===== config.mk =====
export PLATFORM = sky130hd
export DESIGN_NAME = trace_decoder
export DESIGN_NICKNAME = d
export VERILOG_FILES = /design/src/hw/cache_pkg.sv /design/src/hw/trace_decoder.sv
export SDC_FILE = /design/constraint.sdc
export NUM_CORES = 1
export LEC_CHECK = 0
export ABC_AREA = 1
export BUFFER_PORTS_ARGS = -buffer_cell sky130_fd_sc_hd__buf_2
export CORE_MARGIN = 1
export CORE_UTILIZATION = 39
export CTS_CLUSTER_SIZE = 20
export DETAILED_ROUTE_END_ITERATION = 16
export PLACE_DENSITY = 0.77
export SYNTH_ARGS = -nofsm -noshare
export SYNTH_HDL_FRONTEND = slang
export SYNTH_SLANG_ARGS = --single-unit

===== constraint.sdc =====
create_clock -name clk -period 0.8 [get_ports clk]
set_input_delay 0.08 -clock clk [delete_from_list [all_inputs] [get_ports clk]]
set_output_delay 0.08 -clock clk [all_outputs]
set_load 0.01 [all_outputs]

===== src/hw/cache_pkg.sv =====
// Tag width is fixed for 16 sets (SET_W of 4) and no line data is modeled, only tag, MESI and age
package cache_pkg;

    // Address split
    localparam int ADDR_W   = 32;
    localparam int OFFSET_W = 6;
    // Index width for the default of 16 sets
    localparam int INDEX_W  = 4;
    localparam int TAG_W    = ADDR_W - OFFSET_W - INDEX_W;

    // Age width, enough for up to 8 ways
    localparam int LRU_W = 3;
    // Way number as reported in a result
    localparam int WAY_W = 3;
    // Statistics counter width
    localparam int CNT_W = 16;

    // Trace operation codes, print (9) is not a member and is dropped
    typedef enum logic [3:0] {
        OP_READ  = 4'd0,
        OP_WRITE = 4'd1,
        OP_FETCH = 4'd2,
        OP_INVAL = 4'd3,
        OP_SNOOP = 4'd4,
        OP_CLEAR = 4'd8
    } op_e;

    typedef enum logic [1:0] {
        MESI_I = 2'd0,
        MESI_S = 2'd1,
        MESI_E = 2'd2,
        MESI_M = 2'd3
    } mesi_e;

    // One strobed trace command
    typedef struct packed {
        op_e               op;
        logic [ADDR_W-1:0] addr;
    } cache_cmd_t;

    // Command after address split and cache steering
    typedef struct packed {
        op_e                op;
        logic               is_instr;
        logic [TAG_W-1:0]   tag;
        logic [INDEX_W-1:0] index;
    } decoded_cmd_t;

    // One way of a set, age 0 is the most recent
    typedef struct packed {
        logic [TAG_W-1:0] tag;
        mesi_e            mesi;
        logic [LRU_W-1:0] age;
    } cache_line_t;

    typedef struct packed {
        logic             hit;
        logic [WAY_W-1:0] way;
        // State of the selected line after the update
        mesi_e            mesi;
        // Victim was Modified and gets replaced
        logic             writeback;
        logic             is_instr;
    } cache_result_t;

    typedef struct packed {
        logic [CNT_W-1:0] reads;
        logic [CNT_W-1:0] writes;
        logic [CNT_W-1:0] fetches;
        logic [CNT_W-1:0] hits;
        logic [CNT_W-1:0] misses;
    } cache_stats_t;

endpackage


===== src/hw/trace_decoder.sv =====
// One command per cycle on a bare strobe, op 9 and unknown codes are dropped without a result
`timescale 1ns/1ns

module trace_decoder #(
    parameter int SET_W = 4
) (
    input  logic                     clk,
    input  logic                     rst_n_i,
    input  logic                     cmd_valid_i,
    input  cache_pkg::cache_cmd_t    cmd_i,
    output logic                     dec_valid_o,
    output cache_pkg::decoded_cmd_t  dec_o,
    output logic                     clear_o
);

    // Ops that look up a set
    logic is_lookup;
    // Op that wipes both caches
    logic is_clear;

    assign is_lookup = cmd_i.op inside {cache_pkg::OP_READ, cache_pkg::OP_WRITE,
                                        cache_pkg::OP_FETCH, cache_pkg::OP_INVAL,
                                        cache_pkg::OP_SNOOP};
    assign is_clear  = (cmd_i.op == cache_pkg::OP_CLEAR);

    // Strobes, cleared on reset
    always_ff @(posedge clk) begin
        if (!rst_n_i) begin
            dec_valid_o <= 1'b0;
            clear_o     <= 1'b0;
        end else begin
            dec_valid_o <= cmd_valid_i && is_lookup;
            // Clear lasts one cycle
            clear_o     <= cmd_valid_i && is_clear;
        end
    end

    // Payload, only meaningful while dec_valid_o is high
    always_ff @(posedge clk) begin
        if (cmd_valid_i) begin
            dec_o.op       <= cmd_i.op;
            // Only fetches go to the instruction cache
            dec_o.is_instr <= (cmd_i.op == cache_pkg::OP_FETCH);
            // Tag sits above index and byte offset
            dec_o.tag      <= cmd_i.addr[cache_pkg::OFFSET_W + SET_W +: cache_pkg::TAG_W];
            dec_o.index    <= cmd_i.addr[cache_pkg::OFFSET_W +: SET_W];
        end
    end

endmodule


==> results.cfg <==
[timing]
hold_viol = 0
setup_tns_ps = -3882
worst_slack_ps = -174.4
slew_headroom = 0.8854
finalSetupViolCount = 33
grt_setup_unrepaired = yes
worstMarginPinSlew_ps = 171.9
fmax_mhz = 1026
min_period_ps = 974.4
maxSlewViolCount = 0
hold_slack_ps = 13.38
period_share = 1.218

[yosys]
synthCells = 47
synthMuxAreaShare = 0
synth_area_per_cell_sq_um = 21.86
yosys.area_share.simple = 0.04385
synth_xor_area_frac = 0
yosys_register_bits = 33
synth_top_family_by_area = simple AND/OR/NAND/NOR gates
syn_area_sq_um = 1027
yosys_warnings = 0
ys_seq_area_frac = 0.9452
synth_top_area_cell = edfxtp_1
synth.area.top_cells = edfxtp_1 (91%), dfxtp_1 (3.9%), nor2_1 (1.8%)
syn-num-nets = 86
synth_compound_area_frac = 0
synth_cell_types = 7
synth_top_area_frac = 0.9062
synth_fa_ha_area_frac = 0

[placed_design]
io_buffers = 65
dpl_cell_area_sq_um = 1410
gp_congestion = 0.6969
hpwl_mm = 1.367

[detailed_routing]
drc = 0
num_vias = 803
ant_nets = 0
routed_via_density = 4.436
firstDrtPassIters = 4
drt_iter0_markers = 16
routed_wl_mm = 2.589
wl_per_cell_um = 14.30

[setup_path]
crit_path_start_kind = flip-flop
crit_path_max_fanout = 1
critPathSlowestCell = edfxtp_1
critPathKind = flip-flop to output pin
arrival_ps = 890
path_buf_inv = 1
crit_required_ps = 720
slowest_delay_ps = 410
cp_cell_sequence = buf_2
end_kind = output pin
cpLargestDelayFamily = flip-flops

[clocking]
h-tree-depth = 2
postCtsSetupRepairBufs = 0
clock_path_buffers = 2
clockRootBuffer = clkbuf_4
cts_num_sinks = 33
numCtsBuffers = 5
cts_tree = yes
path_clk_slew_ps = 80

[hold_path]
hp-class = input port to flip-flop

[die]
design.core.area_sq_um = 2477
row_count = 18
die_h_um = 53.32
initial_core_util = 0.4146
io_pins = 72
dieArea_sq_um = 2843
die_w_um = 53.32

[pwr]
total_leakage_power_nw = 0.7768
vdd_drop_max_uv = 1432
power_density_nw_per_um2 = 1898

[global_routing]
grt.overflow.total = 0
grt_max_degree = 34
grt_use_total = 0.1886
antenna_found_initial = 0
grt_pass1_wl_mm = 3.360
grt_pass1_vias = 733

[final_layout]
final_nets = 189
finalInstanceArea_sq_um = 1769
area_delta_synth_final_pct = 72.23
drive_gt1_frac = 0.4834
diodes = 0

[run_status]
violations = setup timing
status = complete, but fails checks

[flow_run]
max_cap_viol_count = 0
==> sequential cells by signal, indices dropped and copies added (netlist names) <==
signal       flops
clear_o          1
dec_valid_o      1
dec_o           31
==> synthesized netlist by cell type <==
cell and count:
or2_0 1, nor2_1 5, dfxtp_1 2, edfxtp_1 31, nand2_1 4, inv_1 3
nand3_1 1
==> layer usage <==
layer | up-vias | share of wire | global-route usage
li1 | 377 | - | -
met1 | 366 | 0.37 | 0.1794
met2 | 53 | 0.49 | 0.3396
met3 | 7 | 0.11 | 0.05460
met4 | 0 | 0.024 | 0.1316
met5 | - | 0 | 0
==> kinds of logic after synthesis <==
kind of cell / Yosys count
flip-flops: 33
buffers and inverters: 3
AND/OR/NAND/NOR: 11
==> final timing paths <==
check	start	to	slack, ps	cells past startpoint
setup / recovery	dec_o[18]	dec_o[18]	-170	1
hold / removal	rst_n_i	dec_valid_o	10	3
==> report_power, final <==
group / internal, mW / switching, mW
combinational: 0.250 / 0.209
sequential: 2.03 / 0.0356
clock: 0.350 / 0.485
==> stage by stage <==
| stage | total power, mW | std cells | util | setup slack (ps) |
|---|---|---|---|---|
| after detailed placement | 2.427 | 143 | 0.5692 | 77.92 |
| after floorplan | 2.189 | 47 | - | 316.4 |
| final | 3.357 | 181 | 0.7141 | -174.4 |
| after CTS | 3.356 | 181 | 0.7101 | -158.7 |
| after global routing | 3.498 | 181 | 0.7141 | -212.0 |
| after global placement | 2.410 | 143 | 0.5692 | 109.5 |
==> repair_timing <==
| item | 4_1_cts | 5_1_grt |
|---|---|---|
| gates resized for setup | 0 | 3 |
| hold endpoints to repair | 30 | 0 |
| pin swaps | 0 | 1 |
| hold buffers | 30 | 0 |
| endpoints found under the setup margin | 33 | 35 |
==> layout by cell type (no fill, tap or decap), drive strengths merged <==
cell type	Yosys	final
dfxtp	2	2
clkbuf	0	8
dlygate4sd3	0	30
or2	1	1
edfxtp	31	31
nand3	1	1
buf	0	66
nand2	4	4
nor2	5	5
inv	3	3
==> final cells by class <==
class	count	area [sq um]
timing repair buffer	96	651.9
multi-input combinational	11	47.55
fill	173	708.2
tap	30	37.54
clock buffer	8	48.80
sequential	33	972.2
inverter	3	11.26
(Power assumes the default switching activity.)
