<file path="config.mk">
export PLATFORM = sky130hd
export DESIGN_NAME = tag_store
export DESIGN_NICKNAME = d
export VERILOG_FILES = /design/src/hw/cache_pkg.sv /design/src/hw/tag_store.sv
export SDC_FILE = /design/constraint.sdc
export NUM_CORES = 2
export LEC_CHECK = 0
export BUFFER_PORTS_ARGS = -buffer_cell sky130_fd_sc_hd__buf_4
export CAP_MARGIN = 40
export CORE_ASPECT_RATIO = 0.6
export CORE_MARGIN = 1
export CORE_UTILIZATION = 40
export DETAILED_ROUTE_END_ITERATION = 7
export SYNTH_ARGS = -nofsm -noshare
export SYNTH_HDL_FRONTEND = slang
export SYNTH_SLANG_ARGS = --single-unit
export TNS_END_PERCENT = 100
</file>
<file path="constraint.sdc">
create_clock -name clk -period 25.4 [get_ports clk]
set_input_delay 1.27 -clock clk [delete_from_list [all_inputs] [get_ports clk]]
set_output_delay 1.27 -clock clk [all_outputs]
set_load 0.005 [all_outputs]
</file>
<file path="src/hw/cache_pkg.sv">
// Tag width is fixed for 16 sets (SET_W of 4) and no line data is modeled, only tag, MESI and age
package cache_pkg;

    // Address split
    localparam int ADDR_W   = 32;
    localparam int OFFSET_W = 6;
    // Index width for the default of 16 sets
    localparam int INDEX_W  = 4;
    localparam int TAG_W    = ADDR_W - OFFSET_W - INDEX_W;

    // Age width, enough for up to 8 ways
    localparam int LRU_W = 3;
    // Way number as reported in a result
    localparam int WAY_W = 3;
    // Statistics counter width
    localparam int CNT_W = 16;

    // Trace operation codes, print (9) is not a member and is dropped
    typedef enum logic [3:0] {
        OP_READ  = 4'd0,
        OP_WRITE = 4'd1,
        OP_FETCH = 4'd2,
        OP_INVAL = 4'd3,
        OP_SNOOP = 4'd4,
        OP_CLEAR = 4'd8
    } op_e;

    typedef enum logic [1:0] {
        MESI_I = 2'd0,
        MESI_S = 2'd1,
        MESI_E = 2'd2,
        MESI_M = 2'd3
    } mesi_e;

    // One strobed trace command
    typedef struct packed {
        op_e               op;
        logic [ADDR_W-1:0] addr;
    } cache_cmd_t;

    // Command after address split and cache steering
    typedef struct packed {
        op_e                op;
        logic               is_instr;
        logic [TAG_W-1:0]   tag;
        logic [INDEX_W-1:0] index;
    } decoded_cmd_t;

    // One way of a set, age 0 is the most recent
    typedef struct packed {
        logic [TAG_W-1:0] tag;
        mesi_e            mesi;
        logic [LRU_W-1:0] age;
    } cache_line_t;

    typedef struct packed {
        logic             hit;
        logic [WAY_W-1:0] way;
        // State of the selected line after the update
        mesi_e            mesi;
        // Victim was Modified and gets replaced
        logic             writeback;
        logic             is_instr;
    } cache_result_t;

    typedef struct packed {
        logic [CNT_W-1:0] reads;
        logic [CNT_W-1:0] writes;
        logic [CNT_W-1:0] fetches;
        logic [CNT_W-1:0] hits;
        logic [CNT_W-1:0] misses;
    } cache_stats_t;

endpackage

</file>
<file path="src/hw/tag_store.sv">
// Whole set read combinationally and written back in one edge, clear wins over a write
`timescale 1ns/1ns

module tag_store #(
    parameter int WAYS  = 8,
    parameter int SET_W = 4
) (
    input  logic                   clk,
    input  logic                   rst_n_i,
    input  logic                   clear_i,
    input  logic [SET_W-1:0]       index_i,
    output cache_pkg::cache_line_t set_o [WAYS],
    input  logic                   wr_en_i,
    input  cache_pkg::cache_line_t set_i [WAYS]
);

    localparam int SETS = 2 ** SET_W;

    // Tag, state and age of every way of every set
    cache_pkg::cache_line_t mem [SETS][WAYS];

    // Lookup path, no register between index and set
    assign set_o = mem[index_i];

    always_ff @(posedge clk) begin
        if (!rst_n_i || clear_i) begin
            // All lines invalid
            // Way w starts with age w so ages stay a permutation
            for (int s = 0; s < SETS; s++) begin
                for (int w = 0; w < WAYS; w++) begin
                    mem[s][w].tag  <= '0;
                    mem[s][w].mesi <= cache_pkg::MESI_I;
                    mem[s][w].age  <= w[cache_pkg::LRU_W-1:0];
                end
            end
        end else if (wr_en_i) begin
            // Rewritten set goes back at the index it came from
            mem[index_i] <= set_i;
        end
    end

endmodule

</file>
==> flow_metrics.py <==
metrics = {
    "run_status": {
        "status": "finished clean",
    },
    "floorplan": {
        "die_y_um": 472,
        "std_cell_rows": 172,
        "die_x_um": 786,
        "start_util_pct": 40.2,
        "num_io_pins": 440,
        "dieArea_um2": 371000,
        "core_area_um2": 366000,
    },
    "route": {
        "dr.pass1.iters": 5,
        "dr.first_iter.drc_count": 11305,
        "viasPerCell": 5.83,
        "drc": 0,
        "ant_nets": 0,
        "routedWlPerCell_um": 28.2,
        "routed_wl_um": 438000,
        "vias": 90385,
    },
    "global_routing": {
        "grt_usage_pct": 23.2,
        "grt_pass1_vias": 92361,
        "grt_max_degree": 173,
        "grt.overflow.total": 0,
        "grt_pass1_wl_um": 633000,
        "antenna_found_initial": 32,
    },
    "critical_path": {
        "crit_path_end_kind": "output pin",
        "arrival_ns": 6.03,
        "crit_start": "index_i[0]",
        "worstSetupEndpoint": "set_o[123]",
        "crit_fanout": 93,
        "critPathLaunchType": "primary input",
        "path_class": "primary input to output pin",
        "required_ns": 24.13,
    },
    "pwr": {
        "total_power_mw": 12.6,
        "p_sw_share_pct": 23.2,
        "power_switching_mw": 2.92,
        "p_leak_nw": 57.4,
        "power.density_nw_per_um2": 75.1,
        "p_int_mw": 9.67,
        "clkPwrFrac_pct": 39.2,
        "p_seq_share_pct": 52.7,
        "ir_drop_v": 0.0000587,
        "p_comb_share_pct": 8.0,
    },
    "timing": {
        "period_share_pct": 28.7,
        "setup_violations": 0,
        "fin_crit_ns": 7.30,
        "tightest_slew_ns": 1.22,
        "fmax_mhz": 137,
        "rsz0062_at_grt": "no",
        "hold_viol": 0,
        "slew_viol_final": 0,
        "finalSetupTns_ns": 0,
        "max-slew-margin-rel_pct": 18.7,
    },
    "logic_synthesis": {
        "ys_top_cells_by_area": "edfxtp_1 70%, mux4_2 13%, nor2_1 8.4%, nand2_1 3.1%, a22oi_1 2.2%",
        "synth_common_cells": "3456 x edfxtp_1, 3313 x nor2_1, 1225 x nand2_1, 864 x mux4_2, 478 x buf_2",
        "syn_area_um2": 147000,
        "ys_types": 22,
        "synthArstFlopShare_pct": 0,
        "synth_nets": 10320,
        "ys_warn_count": 0,
        "synth_cells": 10096,
        "syn_avg_cell_area_um2": 14.6,
        "synth-seq-area-share_pct": 70.4,
        "synth-seq-cells": 3456,
        "ys.flop_type": "edfxtp_1",
        "synth_top_area_share_pct": 70.4,
        "synth_edf_count": 3456,
        "synth.largest_area_cell": "edfxtp_1",
        "post-synth-top-count-cell": "edfxtp_1",
    },
    "place": {
        "hpwlAfterDp_um": 231000,
        "numPortBuffers": 439,
        "gp_congestion": 0.732,
    },
    "layout": {
        "fillCellCount": 31780,
        "syn_to_final_growth_pct": 13.7,
        "ff_latch_area_um2": 104000,
        "drive_gt1_share_pct": 19.2,
        "multiInputGateArea_um2": 40200,
        "fin_nets": 10582,
        "finalCoreUtilization_pct": 45.8,
        "largest_reg_flops": 3456,
        "reg.largest.list": "mem: 3456 flops",
        "largest-register": "mem",
    },
    "run": {
        "maxCapViolCount": 0,
    },
    "clock_tree": {
        "clockBufferDepth": 4,
        "ctsRootBufferMaster": "clkbuf_16",
        "cts-hold-fix-buffers": 0,
        "clk_pin_slew_ns": 0.07,
        "numCtsBuffers": 336,
        "htree_levels": 5,
        "cts_resized": 0,
        "clock-sinks": 3456,
        "postCtsSetupBuffers": 0,
        "cts_tree": "built",
    },
    "min_path": {
        "hp-class": "primary input to register",
    },
}
layout make-up:
cell class	instances	area share (%)
clock inverters	184	1.04
well taps	4872	3.64
flip-flops and latches	3456	61.9
diodes	22	0.0328
repair buffers	698	4.17
clock buffers	413	5.24
multi-input cells	5866	24.0
power groups by stage:
stage	clock network, mW	logic, mW	registers, mW
global route	5.21	1.06	6.67
global placement	0	0.982	6.74
finish	4.94	1.01	6.64
CTS	5.01	1.02	6.64
detailed placement	0	1.02	6.77
floorplan	0	0.549	6.89
per-layer routing:
metal  GRT usage (%)  wire (µm)
met1            33.2     177000
met5               0         92
met2            36.9     205000
met3            4.05      45800
met4            5.76      10600
through the flow:
step / worst slack [ns] / area (µm²) / hold slack (ns) / cells
floorplan: 7.00 / 147000 / 1.48 / 10096
global placement: 17.23 / 155000 / 1.61 / 14817
detailed placement: 17.99 / 157000 / 1.62 / 14892
CTS: 17.99 / 168000 / 0.644 / 15489
global route: 17.71 / 168000 / 0.678 / 15504
finish: 18.10 / 168000 / 0.740 / 15511
worst min-delay path by stage:
| stage | startpoint | cells past startpoint | end |
|---|---|---|---|
| detailed placement | set_i[29] | 3 | mem[11][29] |
| floorplan | set_i[0] | 2 | mem[2][0] |
| CTS | set_i[29] | 3 | mem[11][29] |
| global placement | set_i[28] | 3 | mem[11][28] |
| global route | set_i[109] | 3 | mem[3][109] |
| finish | set_i[29] | 3 | mem[11][29] |
worst max-delay path, stage by stage:
cell and delay [ns]:
buf_16 0.39, buf_12 0.68, buf_4 0.68, buf_4 0.61, buf_4 0.38, buf_16 0.31
mux4_2 0.55, a22oi_1 0.26, nand2_1 0.29, buf_4 0.24
layout by cell type (no fill, tap or decap), types with 2 or more instances in the layout:
cell / netlist / routed
clkbuf_1: 196 / 73
clkinv_4: 0 / 5
nand2b_1: 2 / 2
buf_4: 26 / 595
clkbuf_16: 0 / 340
nand2_1: 1225 / 1225
clkinv_2: 0 / 54
nand4b_1: 2 / 2
clkinv_1: 0 / 73
nor2b_4: 0 / 3
clkinvlp_4: 0 / 3
inv_6: 0 / 11
clkinv_8: 0 / 6
clkinv_16: 0 / 3
a22oi_1: 432 / 432
mux4_2: 864 / 864
buf_12: 0 / 39
edfxtp_1: 3456 / 3456
nor3b_2: 0 / 2
diode_2: 0 / 22
bufinv_16: 0 / 26
o21ai_4: 0 / 16
nor2_1: 3313 / 3312
inv_16: 0 / 3
buf_16: 0 / 63
cell families after synthesis:
| logic type | Yosys count | synth area share [%] |
|---|---|---|
| AOI/OAI and AO/OA | 448 | 2.25 |
| and+or+nand+nor | 4554 | 11.6 |
| buffers and inverters | 774 | 2.50 |
| DFF | 3456 | 70.4 |
| muxes | 864 | 13.2 |
Power figures use the tool's default switching activity.
