**src/hw/cache_pkg.sv**
```systemverilog
// Tag width is fixed for 16 sets (SET_W of 4) and no line data is modeled, only tag, MESI and age
package cache_pkg;

    // Address split
    localparam int ADDR_W   = 32;
    localparam int OFFSET_W = 6;
    // Index width for the default of 16 sets
    localparam int INDEX_W  = 4;
    localparam int TAG_W    = ADDR_W - OFFSET_W - INDEX_W;

    // Age width, enough for up to 8 ways
    localparam int LRU_W = 3;
    // Way number as reported in a result
    localparam int WAY_W = 3;
    // Statistics counter width
    localparam int CNT_W = 16;

    // Trace operation codes, print (9) is not a member and is dropped
    typedef enum logic [3:0] {
        OP_READ  = 4'd0,
        OP_WRITE = 4'd1,
        OP_FETCH = 4'd2,
        OP_INVAL = 4'd3,
        OP_SNOOP = 4'd4,
        OP_CLEAR = 4'd8
    } op_e;

    typedef enum logic [1:0] {
        MESI_I = 2'd0,
        MESI_S = 2'd1,
        MESI_E = 2'd2,
        MESI_M = 2'd3
    } mesi_e;

    // One strobed trace command
    typedef struct packed {
        op_e               op;
        logic [ADDR_W-1:0] addr;
    } cache_cmd_t;

    // Command after address split and cache steering
    typedef struct packed {
        op_e                op;
        logic               is_instr;
        logic [TAG_W-1:0]   tag;
        logic [INDEX_W-1:0] index;
    } decoded_cmd_t;

    // One way of a set, age 0 is the most recent
    typedef struct packed {
        logic [TAG_W-1:0] tag;
        mesi_e            mesi;
        logic [LRU_W-1:0] age;
    } cache_line_t;

    typedef struct packed {
        logic             hit;
        logic [WAY_W-1:0] way;
        // State of the selected line after the update
        mesi_e            mesi;
        // Victim was Modified and gets replaced
        logic             writeback;
        logic             is_instr;
    } cache_result_t;

    typedef struct packed {
        logic [CNT_W-1:0] reads;
        logic [CNT_W-1:0] writes;
        logic [CNT_W-1:0] fetches;
        logic [CNT_W-1:0] hits;
        logic [CNT_W-1:0] misses;
    } cache_stats_t;

endpackage

```
**src/hw/cache_stats.sv**
```systemverilog
// Counters wrap at 16 bits and are cleared only by reset, op 8 leaves them alone
`timescale 1ns/1ns

module cache_stats (
    input  logic                     clk,
    input  logic                     rst_n_i,
    input  logic                     dec_valid_i,
    input  cache_pkg::op_e           op_i,
    input  cache_pkg::cache_result_t result_i,
    output logic                     result_valid_o,
    output cache_pkg::cache_result_t result_o,
    output cache_pkg::cache_stats_t  stats_o
);

    always_ff @(posedge clk) begin
        if (!rst_n_i) begin
            result_valid_o <= 1'b0;
            stats_o        <= '0;
        end else begin
            // One result per looked-up command, never held
            result_valid_o <= dec_valid_i;
            if (dec_valid_i) begin
                case (op_i)
                    cache_pkg::OP_READ:  stats_o.reads   <= stats_o.reads + 1'b1;
                    cache_pkg::OP_WRITE: stats_o.writes  <= stats_o.writes + 1'b1;
                    cache_pkg::OP_FETCH: stats_o.fetches <= stats_o.fetches + 1'b1;
                    default: ;
                endcase
                // Snoop and invalidate do not count as hits or misses
                if (op_i inside {cache_pkg::OP_READ, cache_pkg::OP_WRITE, cache_pkg::OP_FETCH}) begin
                    if (result_i.hit) begin
                        stats_o.hits <= stats_o.hits + 1'b1;
                    end else begin
                        stats_o.misses <= stats_o.misses + 1'b1;
                    end
                end
            end
        end
    end

    // Result payload
    always_ff @(posedge clk) begin
        if (dec_valid_i) begin
            result_o <= result_i;
        end
    end

endmodule

```
**config.mk**
```make
export PLATFORM = sky130hd
export DESIGN_NAME = cache_stats
export DESIGN_NICKNAME = d
export VERILOG_FILES = /design/src/hw/cache_pkg.sv /design/src/hw/cache_stats.sv
export SDC_FILE = /design/constraint.sdc
export NUM_CORES = 1
export LEC_CHECK = 0
export ABC_CLOCK_PERIOD_IN_PS = 4300
export BUFFER_PORTS_ARGS = -buffer_cell sky130_fd_sc_hd__buf_2
export CORE_MARGIN = 5
export CORE_UTILIZATION = 57
export CTS_CLUSTER_SIZE = 10
export DETAILED_ROUTE_END_ITERATION = 12
export PLACE_DENSITY = 0.84
export SLEW_MARGIN = 30
export SYNTH_ARGS = -nofsm -noshare
export SYNTH_HDL_FRONTEND = slang
export SYNTH_SLANG_ARGS = --single-unit
```
**constraint.sdc**
```tcl
create_clock -name clk -period 4.3 [get_ports clk]
set_input_delay 0.43 -clock clk [delete_from_list [all_inputs] [get_ports clk]]
set_output_delay 0.43 -clock clk [all_outputs]
set_load 0.02 [all_outputs]
```
==> qor.csv <==
stage,metric,value,unit
detailed_routing,average wire per standard cell,14.9,um
logic_synthesis,Cells after Synth,453,
cts,Post-CTS Setup Bufs,0,
floorplan,chip height,94.2,um
placed_design,post-DP HPWL,6870,um
job,MaxCap Viol Count,0,
global_routing,vias in the first global route,3370,
sta,Final period util,0.501,
setup_path,CP Data Required Time,4.58,ns
logic_synthesis,number of synthesized flops with an enable pin,8,
setup_path,FF-to-FF End,stats_o[74]$_SDFFE_PN0P_,
setup_path,critical path launch point type,primary input,
sta,setup ws final,2.15,ns
setup_path,cell count of the worst reg-to-reg path,5,
floorplan,Site Rows,30,
setup_path,crit path max fanout,14,
power_and_ir_drop,cell-internal power,1.19,mW
global_routing,GRT Total Usage,0.221,
hold_path,Tightest Hold Check Type,in2reg,
sta,minimum clock period,2.15,ns
detailed_routing,DRT antenna net count,0,
cts,post_cts resized,0,
cells_and_area,fill count,578,
detailed_routing,Initial DRC Count,230,
sta,Final Slew Violations,0,
cells_and_area,multi-input logic area,2020,sq um
cells_and_area,FF+latch area,1860,sq um
cts,Clock Sinks,89,
logic_synthesis,ys flop type,dfxtp_1,
sta,clk_skew,0.00910,ns
sta,Fin. Hold Viols,0,
logic_synthesis,Synth Cell Area,4040,sq um
global_routing,first-pass GRT wire length,15900,um
power_and_ir_drop,clock network fraction of design power,0.403,
power_and_ir_drop,peak supply drop,0.207,mV
cts,Worst-path clk slew,0.09,ns
hold_path,Worst Hold Launch,result_i[6],
setup_path,r2r setup slk,2.27,ns
sta,setup tns final,0,ns
power_and_ir_drop,switching portion of total power,0.221,
cts,CTS root buf,clkbuf_8,
sta,RSZ-0062 raised after global routing,no,
cells_and_area,area grow syn2layout,18.6,%
logic_synthesis,sequential share of the synthesized area,0.461,
power_and_ir_drop,pwr dens,317,nW/um^2
placed_design,Inst Count DP,630,
power_and_ir_drop,Psw,0.336,mW
cells_and_area,share of cells above drive strength 1,0.231,
logic_synthesis,synthesized area per cell,8.92,sq um
setup_path,type of the worst setup path,in2reg,
logic_synthesis,Cell variety after synth,45,
global_routing,initial antenna violation count,1,
power_and_ir_drop,Pwr Total,1.52,mW
placed_design,# port buffers,103,
cts,H-tree levels,3,
cts,hold-fix buffer count after cts,0,
setup_path,Worst Setup EP,stats_o[29]$_SDFFE_PN0P_,
power_and_ir_drop,Reg power frac,0.556,
global_routing,remaining global-route overflow,0,
cells_and_area,layout net count,565,
logic_synthesis,post-synthesis register bit count,89,
power_and_ir_drop,combinational share of power,0.041,
floorplan,IO Count,104,
outcome,outcome,finished clean,
cts,clock tree buffer depth,2,
sta,# setup viols final,0,
cts,CTS tree,built,
floorplan,Die Area,8880,sq um
sta,worst slew pin tran,0.857,ns
cts,Worst-Skew Late Latency,0.35,ns
logic_synthesis,Synthesized Nets,473,
logic_synthesis,ys async rst share,0,
cells_and_area,"commonest non-fill, non-tap cell in the layout",buf_2,
cells_and_area,final non-filler cell total,647,
detailed_routing,drt pass-1 iters,5,
cells_and_area,most frequent cells in the layout,"buf_2 (103), dfxtp_1 (81), nand2_1 (42), a21oi_1 (36), nor2_1 (36)",
detailed_routing,DRC,0,
placed_design,pre-CTS WS,1.80,ns
detailed_routing,final wirelength,9650,um
logic_synthesis,synth warn,0,
cells_and_area,Layout Utilization,0.702,
cts,TritonCTS Buffers,9,
setup_path,CP Capture Type,register,
floorplan,Core ar.,6830,sq um
global_routing,largest net degree at the start of global routing,47,
power_and_ir_drop,LEAKAGE,1.89,nW
floorplan,Die W,94.2,um
setup_path,WP data arrival,2.44,ns
placed_design,GP Congestion,0.801,
sta,f_max,464,MHz
sta,Rel. slew slack,0.427,
detailed_routing,vias per inst,5.65,
floorplan,Initial Util,0.592,
setup_path,Reg2Reg Launch Point,stats_o[64]$_SDFFE_PN0P_,
setup_path,CP Launch Point,dec_valid_i,
detailed_routing,Vias,3656,
sequential cells by signal, indices dropped and copies added (netlist names):
signal	cells
result_o	8
result_valid_o	1
stats_o	80
power groups by stage:
stage / Combinational, mW / Sequential [mW] / Clock [mW]
global route: 0.0666 / 0.848 / 0.658
finish: 0.0618 / 0.847 / 0.613
detailed placement: 0.0611 / 0.866 / 0
global placement: 0.0594 / 0.866 / 0
floorplan: 0.0282 / 0.877 / 0
CTS: 0.0616 / 0.847 / 0.625
per-stage QoR:
stage / instance area (sq um) / hold slack [ns]
after floorplan: 4040 / 0.529
after global placement: 4580 / 0.451
after detailed placement: 4580 / 0.470
after CTS: 4790 / 0.241
after global routing: 4790 / 0.232
final: 4790 / 0.248
layer usage:
metal / global-route usage / part of all wire / vias to the layer above
met1: 0.284 / 0.44 / 1708
met2: 0.356 / 0.47 / 104
met5: 0 / 0 / -
met3: 0.0689 / 0.075 / 12
met4: 0.0650 / 0.016 / 0
li1: - / - / 1832
logic make-up (layout without fill, tap and decap cells):
| family | Yosys count | in the layout | synth area share |
|---|---|---|---|
| AO/OA/AOI/OAI | 74 | 74 | 0.109 |
| buffers and inverters | 37 | 134 | 0.0390 |
| flip-flops | 89 | 89 | 0.461 |
| XOR/XNOR | 35 | 35 | 0.0758 |
| other | 0 | 1 | 0 |
| multiplexers | 6 | 6 | 0.0149 |
| adder cells (fa/ha/maj) | 5 | 5 | 0.0155 |
| AND/OR/NAND/NOR | 207 | 207 | 0.286 |
worst min-delay path by stage:
stage	to	slack, ns	cells after the start
after global placement	stats_o[15]$_SDFFE_PN0P_	0.45	2
after CTS	result_o[6]$_DFFE_PP_	0.24	1
after detailed placement	stats_o[79]$_SDFFE_PN0P_	0.47	2
after global routing	result_o[0]$_DFFE_PP_	0.23	1
final	result_o[6]$_DFFE_PP_	0.25	1
after floorplan	result_o[0]$_DFFE_PP_	0.53	0
Yosys cell counts (2+ instances only):
cell      instances  share of area
and4_1            7          0.015
a21oi_1          36          0.045
dfxtp_1          81           0.40
xor2_1           18          0.039
and3b_1           2         0.0043
nand3_1          26          0.032
or2_2             2         0.0031
edfxtp_1          8          0.059
ha_1              5          0.015
nor2_1           36          0.033
and3_1            5         0.0077
nand2b_1          5         0.0077
clkbuf_1         18          0.017
nand4_1          15          0.023
or3_1            17          0.026
nor4_1           13          0.020
nor3b_1           2         0.0037
or4_1            21          0.039
o21ai_0          12          0.015
buf_6             2         0.0056
nor3_1            4         0.0050
o211ai_1          3         0.0056
nand2_1          42          0.039
xnor2_1          17          0.037
inv_1            13          0.012
mux2i_1           6          0.015
clkbuf_2          2         0.0025
o31ai_1          18          0.033
worst max-delay path, stage by stage:
cell,delay (ns)
buf_2,0.25
nor3b_2,0.54
nand3_1,0.47
or4_1,0.59
a21oi_1,0.15
area by class of cell:
type                            instances  share of cell area
Antenna cell                            1            0.000522
Clock buffer                           10              0.0266
Clock inverter                          6              0.0172
Inverter                               14              0.0110
Multi-Input combinational cell        327               0.422
Sequential cell                        89               0.388
Tap cell                               96              0.0251
Timing Repair Buffer                  104               0.109
Power figures use the tool's default switching activity.
