$ cat src/hw/cache_pkg.sv
// Tag width is fixed for 16 sets (SET_W of 4) and no line data is modeled, only tag, MESI and age
package cache_pkg;

    // Address split
    localparam int ADDR_W   = 32;
    localparam int OFFSET_W = 6;
    // Index width for the default of 16 sets
    localparam int INDEX_W  = 4;
    localparam int TAG_W    = ADDR_W - OFFSET_W - INDEX_W;

    // Age width, enough for up to 8 ways
    localparam int LRU_W = 3;
    // Way number as reported in a result
    localparam int WAY_W = 3;
    // Statistics counter width
    localparam int CNT_W = 16;

    // Trace operation codes, print (9) is not a member and is dropped
    typedef enum logic [3:0] {
        OP_READ  = 4'd0,
        OP_WRITE = 4'd1,
        OP_FETCH = 4'd2,
        OP_INVAL = 4'd3,
        OP_SNOOP = 4'd4,
        OP_CLEAR = 4'd8
    } op_e;

    typedef enum logic [1:0] {
        MESI_I = 2'd0,
        MESI_S = 2'd1,
        MESI_E = 2'd2,
        MESI_M = 2'd3
    } mesi_e;

    // One strobed trace command
    typedef struct packed {
        op_e               op;
        logic [ADDR_W-1:0] addr;
    } cache_cmd_t;

    // Command after address split and cache steering
    typedef struct packed {
        op_e                op;
        logic               is_instr;
        logic [TAG_W-1:0]   tag;
        logic [INDEX_W-1:0] index;
    } decoded_cmd_t;

    // One way of a set, age 0 is the most recent
    typedef struct packed {
        logic [TAG_W-1:0] tag;
        mesi_e            mesi;
        logic [LRU_W-1:0] age;
    } cache_line_t;

    typedef struct packed {
        logic             hit;
        logic [WAY_W-1:0] way;
        // State of the selected line after the update
        mesi_e            mesi;
        // Victim was Modified and gets replaced
        logic             writeback;
        logic             is_instr;
    } cache_result_t;

    typedef struct packed {
        logic [CNT_W-1:0] reads;
        logic [CNT_W-1:0] writes;
        logic [CNT_W-1:0] fetches;
        logic [CNT_W-1:0] hits;
        logic [CNT_W-1:0] misses;
    } cache_stats_t;

endpackage

$ cat src/hw/mesi_fsm.sv
// Next state only, no bus transactions or other processors are modeled
`timescale 1ns/1ns

module mesi_fsm (
    input  cache_pkg::op_e   op_i,
    input  logic             hit_i,
    input  cache_pkg::mesi_e mesi_i,
    output cache_pkg::mesi_e mesi_o
);

    always_comb begin
        // Default keeps the line as it is
        mesi_o = mesi_i;
        case (op_i)
            cache_pkg::OP_READ, cache_pkg::OP_FETCH: begin
                // Single processor, so a fill is always exclusive
                if (!hit_i) begin
                    mesi_o = cache_pkg::MESI_E;
                end
            end
            cache_pkg::OP_WRITE: begin
                mesi_o = cache_pkg::MESI_M;
            end
            cache_pkg::OP_INVAL: begin
                if (hit_i) begin
                    mesi_o = cache_pkg::MESI_I;
                end
            end
            cache_pkg::OP_SNOOP: begin
                // M, E or S all drop to shared
                if (hit_i) begin
                    mesi_o = cache_pkg::MESI_S;
                end
            end
            default: begin
                mesi_o = mesi_i;
            end
        endcase
    end

endmodule

$ cat config.mk
export PLATFORM = sky130hd
export DESIGN_NAME = mesi_fsm
export DESIGN_NICKNAME = d
export VERILOG_FILES = /design/src/hw/cache_pkg.sv /design/src/hw/mesi_fsm.sv
export SDC_FILE = /design/constraint.sdc
export NUM_CORES = 1
export LEC_CHECK = 0
export ABC_AREA = 0
export BUFFER_PORTS_ARGS = -buffer_cell sky130_fd_sc_hd__buf_2
export CORE_AREA = 2 2 39 41
export DETAILED_ROUTE_END_ITERATION = 8
export DIE_AREA = 0 0 41 43
export RECOVER_POWER = 50
export SYNTH_ARGS = -nofsm -noshare
export SYNTH_HDL_FRONTEND = slang
export SYNTH_SLANG_ARGS = --single-unit
$ cat constraint.sdc
create_clock -name vclk -period 0.8
set_clock_uncertainty 0.15 [all_clocks]
set_input_delay 0.04 -clock vclk [all_inputs]
set_output_delay 0.04 -clock vclk [all_outputs]
set_load 0.01 [all_outputs]
==> impl_metrics.env, run 1 <==
export IMPL_outcome="finished with violations"
export IMPL_violations="negative setup slack"
export IMPL_drive_gt1_frac=0.7200
export IMPL_crit_slowest_cell="or3b_1"
export IMPL_core_rowCount=14
export IMPL_wire_per_inst_um=7.659
export IMPL_preCtsSetupSlack_ns=-0.2629
export IMPL_worst_slew_margin_rel=0.8672
export IMPL_drcViolationCount=0
export IMPL_layout_setup_ws_ns=-0.2193
export IMPL_critPathRequiredTime_ns=0.61
export IMPL_yosys_top_cells_count="2 x nand2b_1, 2 x o31ai_1"
export IMPL_start_util=0.06239
export IMPL_synthesis_area_um2=86.33
export IMPL_cp_arrival_ns=0.83
export IMPL_cp_end_kind="output port"
export IMPL_seqCellArea_um2=0
export IMPL_hold_path_depth=4
export IMPL_placed_cells=41
export IMPL_antenna_found_initial=0
export IMPL_yosysWarningCount=0
export IMPL_stdcell_count=41
export IMPL_numPortBuffers=9
export IMPL_netlist_instances=12
export IMPL_grtUsageTotal=0.03197
export IMPL_synthDominantCellAreaShare=0.1739
export IMPL_path_cells="buf_6, or3b_1, a21oi_1, a31oi_1, buf_2"
export IMPL_wl_um=314
export IMPL_ctsHoldBuffers=0
export IMPL_slew_viol_final=0
export IMPL_yosysTopAreaCell="o31ai_1"
export IMPL_drtPass1Iterations=1
export IMPL_synthesis_nets=19
export IMPL_crit_buf_inv=2
export IMPL_path_max_fanout=4
export IMPL_power_leakage_nw=0.1028
export IMPL_ant_nets=0
export IMPL_multi_input_area_um2=102.6
export IMPL_period_needed_ns=1.019
export IMPL_synth_cell_types=10
export IMPL_gp_congestion=0.4182
export IMPL_worstHoldPathType="in -> out"
export IMPL_cap_violations=0
export IMPL_peakVddDrop_mv=0.06005
export IMPL_hold_viol=0
export IMPL_finalCritPeriodShare=1.274
export IMPL_power_density_nw_per_um2=493.9
export IMPL_utilization=0.1709
export IMPL_core_area_um2=1384
export IMPL_via_count=148
export IMPL_synth_area_top_cells="o31ai_1 17%, nand2b_1 14%, mux2_2 13%, a211o_2 12%, or3b_1 10%"
export IMPL_hold_path_end="mesi_o[0]"
export IMPL_syn_avg_cell_area_um2=7.194
export IMPL_nets=34
export IMPL_first_global_vias=130
export IMPL_post_cts_buffers=0
export IMPL_seq_area_frac_synth=0
export IMPL_grt_max_degree=7
export IMPL_drtIter0Drc=0
export IMPL_areaGrowthSynthToFinish_pct=173.9
export IMPL_dieArea_um2=1763
export IMPL_io_pins=9
export IMPL_crit_start="op_i[3]"
export IMPL_crit_type="in -> out"
export IMPL_cpPeakStageDelay_ns=0.37
export IMPL_worstMarginPinSlew_ns=0.1980
export IMPL_clock_fmax_mhz=981.1
export IMPL_tns_ns=-0.4136
export IMPL_cp_top_family="simple AND/OR/NAND/NOR gates"
export IMPL_p_total_w=0.0001168
export IMPL_rsz0062_at_grt="true"
export IMPL_clkbuf_count=0
export IMPL_grt_pass1_wl_um=427
export IMPL_nFillCells=158
export IMPL_n_antenna_cell=0
export IMPL_gr_total_overflow=0
export IMPL_hold_path_startpoint="mesi_i[0]"
export IMPL_design_seq_count=0
export IMPL_die_w_um=41
export IMPL_worstSetupStartpointType="input pin"
export IMPL_die_y_um=43
export IMPL_viasPerCell=3.610
export IMPL_setup_viol=2
cell usage in the layout (no fill, tap or decap), drive strengths merged:
master,instances
buf,13
o31ai,2
nand2b,2
nand2,1
mux2,1
xor2,1
o21ai,1
a211o,1
or3b,1
a21oi,1
a31oi,1
how the worst max path moves through the flow:
stage                 to  slack (ns)  cells after the start
2_1_floorplan  mesi_o[1]       0.002                      3
3_3_place_gp   mesi_o[1]       -0.25                      5
3_5_place_dp   mesi_o[1]       -0.26                      5
4_1_cts        mesi_o[1]       -0.22                      5
5_1_grt        mesi_o[1]       -0.26                      5
6_report       mesi_o[1]       -0.22                      5
per-layer routing:
layer | track usage | part of all wire | vias up
met2 | 0.07188 | 0.49 | 8
li1 | - | - | 75
met5 | 0 | 0 | -
met3 | 0 | 0.11 | 0
met1 | 0.02848 | 0.39 | 65
met4 | 0 | 0 | 0
cell families (layout without fill, tap and decap cells):
group           count (synthesis)  after routing  synth area share
compound gates                  6              6            0.4781
mux                             1              1            0.1304
simple gates                    4              4            0.2898
xor+xnor                        1              1            0.1015
buf+inv                         0             13                 0
per-stage QoR:
step                hold slack [ns]  area, um2
finish                       0.2404      236.5
global route                 0.2756      236.5
CTS                          0.2438      211.5
detailed placement           0.2454      186.4
global placement             0.2345      186.4
floorplan                 -0.007967      91.34
layout make-up:
| type | instances | share of cell area |
|---|---|---|
| Tap cell | 16 | 0.08466 |
| Timing Repair Buffer | 13 | 0.4815 |
| Multi-Input combinational cell | 12 | 0.4339 |
repair_timing:
item / 4_1_cts / 5_1_grt
setup endpoints to repair: 2 / 2
resized for setup: 6 / 6
pin swaps: 4 / 2
power by group:
group / switching, W / total, W / internal (W)
registers: 0 / 0 / 0
logic: 0.0000435 / 0.000117 / 0.0000733
clock network: 0 / 0 / 0
Power figures use the tool's default switching activity.
==> run 2: changes to the inputs <==
--- a/config.mk
+++ b/config.mk
@@ -6,10 +6,10 @@
 export NUM_CORES = 1
 export LEC_CHECK = 0
 export ABC_AREA = 0
-export BUFFER_PORTS_ARGS = -buffer_cell sky130_fd_sc_hd__buf_2
 export CORE_AREA = 2 2 39 41
 export DETAILED_ROUTE_END_ITERATION = 8
 export DIE_AREA = 0 0 41 43
+export DONT_BUFFER_PORTS = 1
 export RECOVER_POWER = 50
 export SYNTH_ARGS = -nofsm -noshare
 export SYNTH_HDL_FRONTEND = slang
==> run 2 against run 1 <==
The run ends with negative hold slack, negative setup slack left. Core utilization is 8.5 points lower. Global-route usage is 1.6 points lower. Sequential share of layout area did not move. Clock-buffer cell count unchanged. Final cell count is 29% lower. Worst hold slack worse by 0.25 ns. Die area unchanged. Maximum frequency rose by 11%.
==> impl_metrics.env, run 2 (synthesized netlist as in run 1, its figures left out) <==
export IMPL_worstHoldPathType="in -> out"
export IMPL_gp_congestion=0.4182
export IMPL_grt_max_degree=7
export IMPL_cts_repair_resized=0
export IMPL_power_leakage_nw=0.03366
export IMPL_antenna_found_initial=0
export IMPL_violations="negative hold slack, negative setup slack"
export IMPL_outcome="finished with violations"
export IMPL_die_y_um=43
export IMPL_wl_um=199
export IMPL_numPortBuffers=0
export IMPL_worst_slew_margin_rel=0.8039
export IMPL_crit_type="in -> out"
export IMPL_die_w_um=41
export IMPL_core_area_um2=1384
export IMPL_core_rowCount=14
export IMPL_n_antenna_cell=0
export IMPL_utilization=0.08590
export IMPL_io_pins=9
export IMPL_path_max_fanout=3
export IMPL_clkbuf_count=0
export IMPL_hold_viol=1
export IMPL_start_util=0.06239
export IMPL_slew_viol_final=0
export IMPL_grt_pass1_wl_um=220
export IMPL_worstSetupStartpointType="input pin"
export IMPL_design_seq_count=0
export IMPL_ant_nets=0
export IMPL_power_density_nw_per_um2=372.9
export IMPL_period_needed_ns=0.9177
export IMPL_cp_end_kind="output port"
export IMPL_critPathRequiredTime_ns=0.61
export IMPL_crit_slowest_cell="or3b_1"
export IMPL_setup_viol=2
export IMPL_cap_violations=0
export IMPL_nets=22
export IMPL_crit_start="op_i[1]"
export IMPL_worstMarginPinSlew_ns=0.2925
export IMPL_viasPerCell=3.517
export IMPL_seqCellArea_um2=0
export IMPL_hold_path_startpoint="op_i[3]"
export IMPL_wire_per_inst_um=6.862
export IMPL_stdcell_count=29
export IMPL_areaGrowthSynthToFinish_pct=37.68
export IMPL_first_global_vias=84
export IMPL_cp_arrival_ns=0.73
export IMPL_p_total_w=0.00004432
export IMPL_holdWs_ns=-0.005096
export IMPL_tns_ns=-0.1302
export IMPL_nFillCells=156
export IMPL_path_cells="or3b_1, a21oi_1, a31oi_1, buf_4"
export IMPL_drtIter0Drc=0
export IMPL_drtPass1Iterations=1
export IMPL_multi_input_area_um2=91.34
export IMPL_layout_setup_ws_ns=-0.1177
export IMPL_drive_gt1_frac=0.3077
export IMPL_cpPeakStageDelay_ns=0.36
export IMPL_rsz0062_at_grt="true"
export IMPL_gr_total_overflow=0
export IMPL_dieArea_um2=1763
export IMPL_clock_fmax_mhz=1090
export IMPL_placed_cells=29
export IMPL_layout_commonest_cell="nand2b_1"
export IMPL_via_count=102
export IMPL_grtUsageTotal=0.01598
export IMPL_peakVddDrop_mv=0.02657
export IMPL_drcViolationCount=0
export IMPL_finalCritPeriodShare=1.147
-- run 2: changes by cell type in the layout (fill, tap and decap cells not counted), sizes merged --
| cell | change |
|---|---|
| buf | -12 |
-- run 2: final cells by class --
type,instances,area share
repair buffers,1,0.06316
well taps,16,0.1684
multi-input cells,12,0.7684
-- run 2: final timing paths --
kind                   endpoint  slack, ns  cells after the start
worst min-delay path  mesi_o[0]     -0.005                      1
worst max-delay path  mesi_o[1]      -0.12                      4
-- run 2: repair_timing --
| action | 4_1_cts | 5_1_grt |
|---|---|---|
| pin swaps | 1 | 0 |
| setup buffers | 0 | 0 |
| endpoints found under the setup margin | 2 | 2 |
| hold endpoints to repair | 1 | 0 |
-- run 2: worst max-delay path: cells and delay by family --
| family | cells | cell delay [ns] |
|---|---|---|
| simple gates | 1 | 0.36 |
| buf+inv | 1 | 0.15 |
| compound gates | 2 | 0.17 |
-- run 2: where the power goes --
part | switching, W | total [W] | internal (W)
clock | 0 | 0 | 0
combinational | 0.0000179 | 0.0000443 | 0.0000264
sequential | 0 | 0 | 0
total | 0.0000179 | 0.0000443 | 0.0000264
-- run 2: metal layers --
layer / routed length [um] / global-route usage / vias up
li1: - / - / 50
met1: 71 / 0.003165 / 43
met2: 96 / 0.04688 / 9
met3: 32 / 0 / 0
met4: 0 / 0 / 0
met5: 0 / 0 / -
-- run 2: metrics by stage --
| stage | hold WS, ns | cell area (um2) | setup slack, ns |
|---|---|---|---|
| after floorplan | -0.007967 | 91.34 | 0.001874 |
| after global placement | -0.005032 | 118.9 | -0.1392 |
| after detailed placement | -0.004157 | 118.9 | -0.1423 |
| after CTS | -0.004172 | 118.9 | -0.1292 |
| after global routing | 0.001222 | 118.9 | -0.1739 |
| final | -0.005096 | 118.9 | -0.1177 |
==> run 3: changes to the inputs <==
==> constraint.sdc (replaced) <==
create_clock -name vclk -period 0.9
set_clock_uncertainty 0.15 [all_clocks]
set_input_delay 0.045 -clock vclk [all_inputs]
set_output_delay 0.045 -clock vclk [all_outputs]
set_load 0.01 [all_outputs]
==> run 3 against run 2 <==
The run now ends clean. Final cell count stayed put. Worst hold slack gained 0.11 ns. Clock-buffer cell count unchanged. First-iteration DRC count rose by 3. Core utilization is 4.3 points higher. Global-route usage increased by 1.4 points. Sequential share of layout area unchanged. Routed wire length is 54% higher. Critical path depth stayed put. Combinational power up 42%. Die area did not move. Sequential cell count is the same. Largest cell class unchanged. Highest routed layer unchanged.
==> impl_metrics.env, run 3 (synthesized netlist as in run 1, its figures left out) <==
export IMPL_wl_um=306
export IMPL_p_clk_frac=0
export IMPL_drtIter0Drc=3
export IMPL_worstHoldPathType="in -> out"
export IMPL_power_density_nw_per_um2=351.8
export IMPL_die_y_um=43
export IMPL_numPortBuffers=0
export IMPL_worstSetupStartpointType="input pin"
export IMPL_rsz0062_at_grt="true"
export IMPL_drcViolationCount=0
export IMPL_via_count=108
export IMPL_cp_end_kind="output port"
export IMPL_nets=22
export IMPL_cp_arrival_ns=0.70
export IMPL_areaGrowthSynthToFinish_pct=107.2
export IMPL_peakVddDrop_mv=0.07224
export IMPL_switching_share=0.3809
export IMPL_start_util=0.06239
export IMPL_power_leakage_nw=0.05082
export IMPL_hold_viol=0
export IMPL_first_global_vias=110
export IMPL_n_antenna_cell=0
export IMPL_post_cts_buffers=0
export IMPL_drive_gt1_frac=0.6154
export IMPL_setup_viol=0
export IMPL_utilization=0.1293
export IMPL_viasPerCell=3.724
export IMPL_path_max_fanout=4
export IMPL_core_rowCount=14
export IMPL_p_switching_w=0.00002398
export IMPL_grt_pass1_wl_um=372
export IMPL_ant_nets=0
export IMPL_antenna_found_initial=0
export IMPL_period_needed_ns=0.8976
export IMPL_place_area_um2=113.9
export IMPL_crit_type="in -> out"
export IMPL_clkbuf_count=0
export IMPL_clock_fmax_mhz=1114
export IMPL_dieArea_um2=1763
export IMPL_combPwrFrac=1.000
export IMPL_grtUsageTotal=0.02997
export IMPL_io_pins=9
export IMPL_gp_congestion=0.4230
export IMPL_outcome="finished, final reports clean"
export IMPL_pwr_share_seq=0
export IMPL_grt_max_degree=7
export IMPL_seqCellArea_um2=0
export IMPL_drtPass1Iterations=2
export IMPL_core_area_um2=1384
export IMPL_p_int_w=0.00003898
export IMPL_design_seq_count=0
export IMPL_worst_slew_margin_rel=0.7988
export IMPL_gr_total_overflow=0
export IMPL_die_w_um=41
export IMPL_final_cell_mix="2 x o31ai_4, 2 x nand2b_1"
export IMPL_worstMarginPinSlew_ns=0.3004
export IMPL_worstSetupEndpoint="mesi_o[0]"
export IMPL_wire_per_inst_um=10.55
export IMPL_holdWs_ns=0.1026
export IMPL_critPathRequiredTime_ns=0.70
export IMPL_design_area_um2=178.9
export IMPL_slew_viol_final=0
export IMPL_finalCritPeriodShare=0.9973
export IMPL_crit_start="op_i[0]"
export IMPL_cap_violations=0
run 3: worst min path at each step:
stage / startpoint / endpoint / cells past startpoint
3_5_place_dp: mesi_i[1] / mesi_o[1] / 2
5_1_grt: op_i[3] / mesi_o[0] / 2
2_1_floorplan: op_i[3] / mesi_o[0] / 1
3_3_place_gp: mesi_i[1] / mesi_o[1] / 2
6_report: op_i[3] / mesi_o[0] / 2
4_1_cts: op_i[3] / mesi_o[0] / 2
run 3: repair_timing:
item	CTS	global route
pin swaps	1	2
cloned	0	0
endpoints found under the setup margin	1	2
hold buffers	0	0
resized for setup	6	5
run 3: critical path: stages:
cell	delay (ns)
xor2_4	0.17
o31ai_4	0.25
o31ai_4	0.11
buf_6	0.13
run 3: layer usage:
layer	wire, um	GRT usage	vias up
li1	-	-	49
met1	129	0.03797	50
met2	138	0.05625	9
met3	38	0	0
met4	0	0	0
met5	0	0	-
run 3: cell type report:
class                      count  area (um2)
fill                         155        1205
timing repair buffer           1       11.26
multi-input combinational     12       147.6
tap                           16       20.02
run 3: through the flow:
step                      cells    power, W  setup WS (ns)   TNS, ns
after floorplan              12  0.00002865        0.01784         0
after global placement       29  0.00003628       -0.08742  -0.08742
after detailed placement     29  0.00003731       -0.06259  -0.06259
after CTS                    29  0.00005046       -0.02936  -0.02936
after global routing         29  0.00006842       -0.02894  -0.02894
final                        29  0.00006295       0.002426         0
run 3: power groups by stage:
stage	clock network (W)	logic [W]	registers [W]
finish	0	0.0000630	0
global route	0	0.0000684	0
CTS	0	0.0000505	0
detailed placement	0	0.0000373	0
global placement	0	0.0000363	0
floorplan	0	0.0000286	0
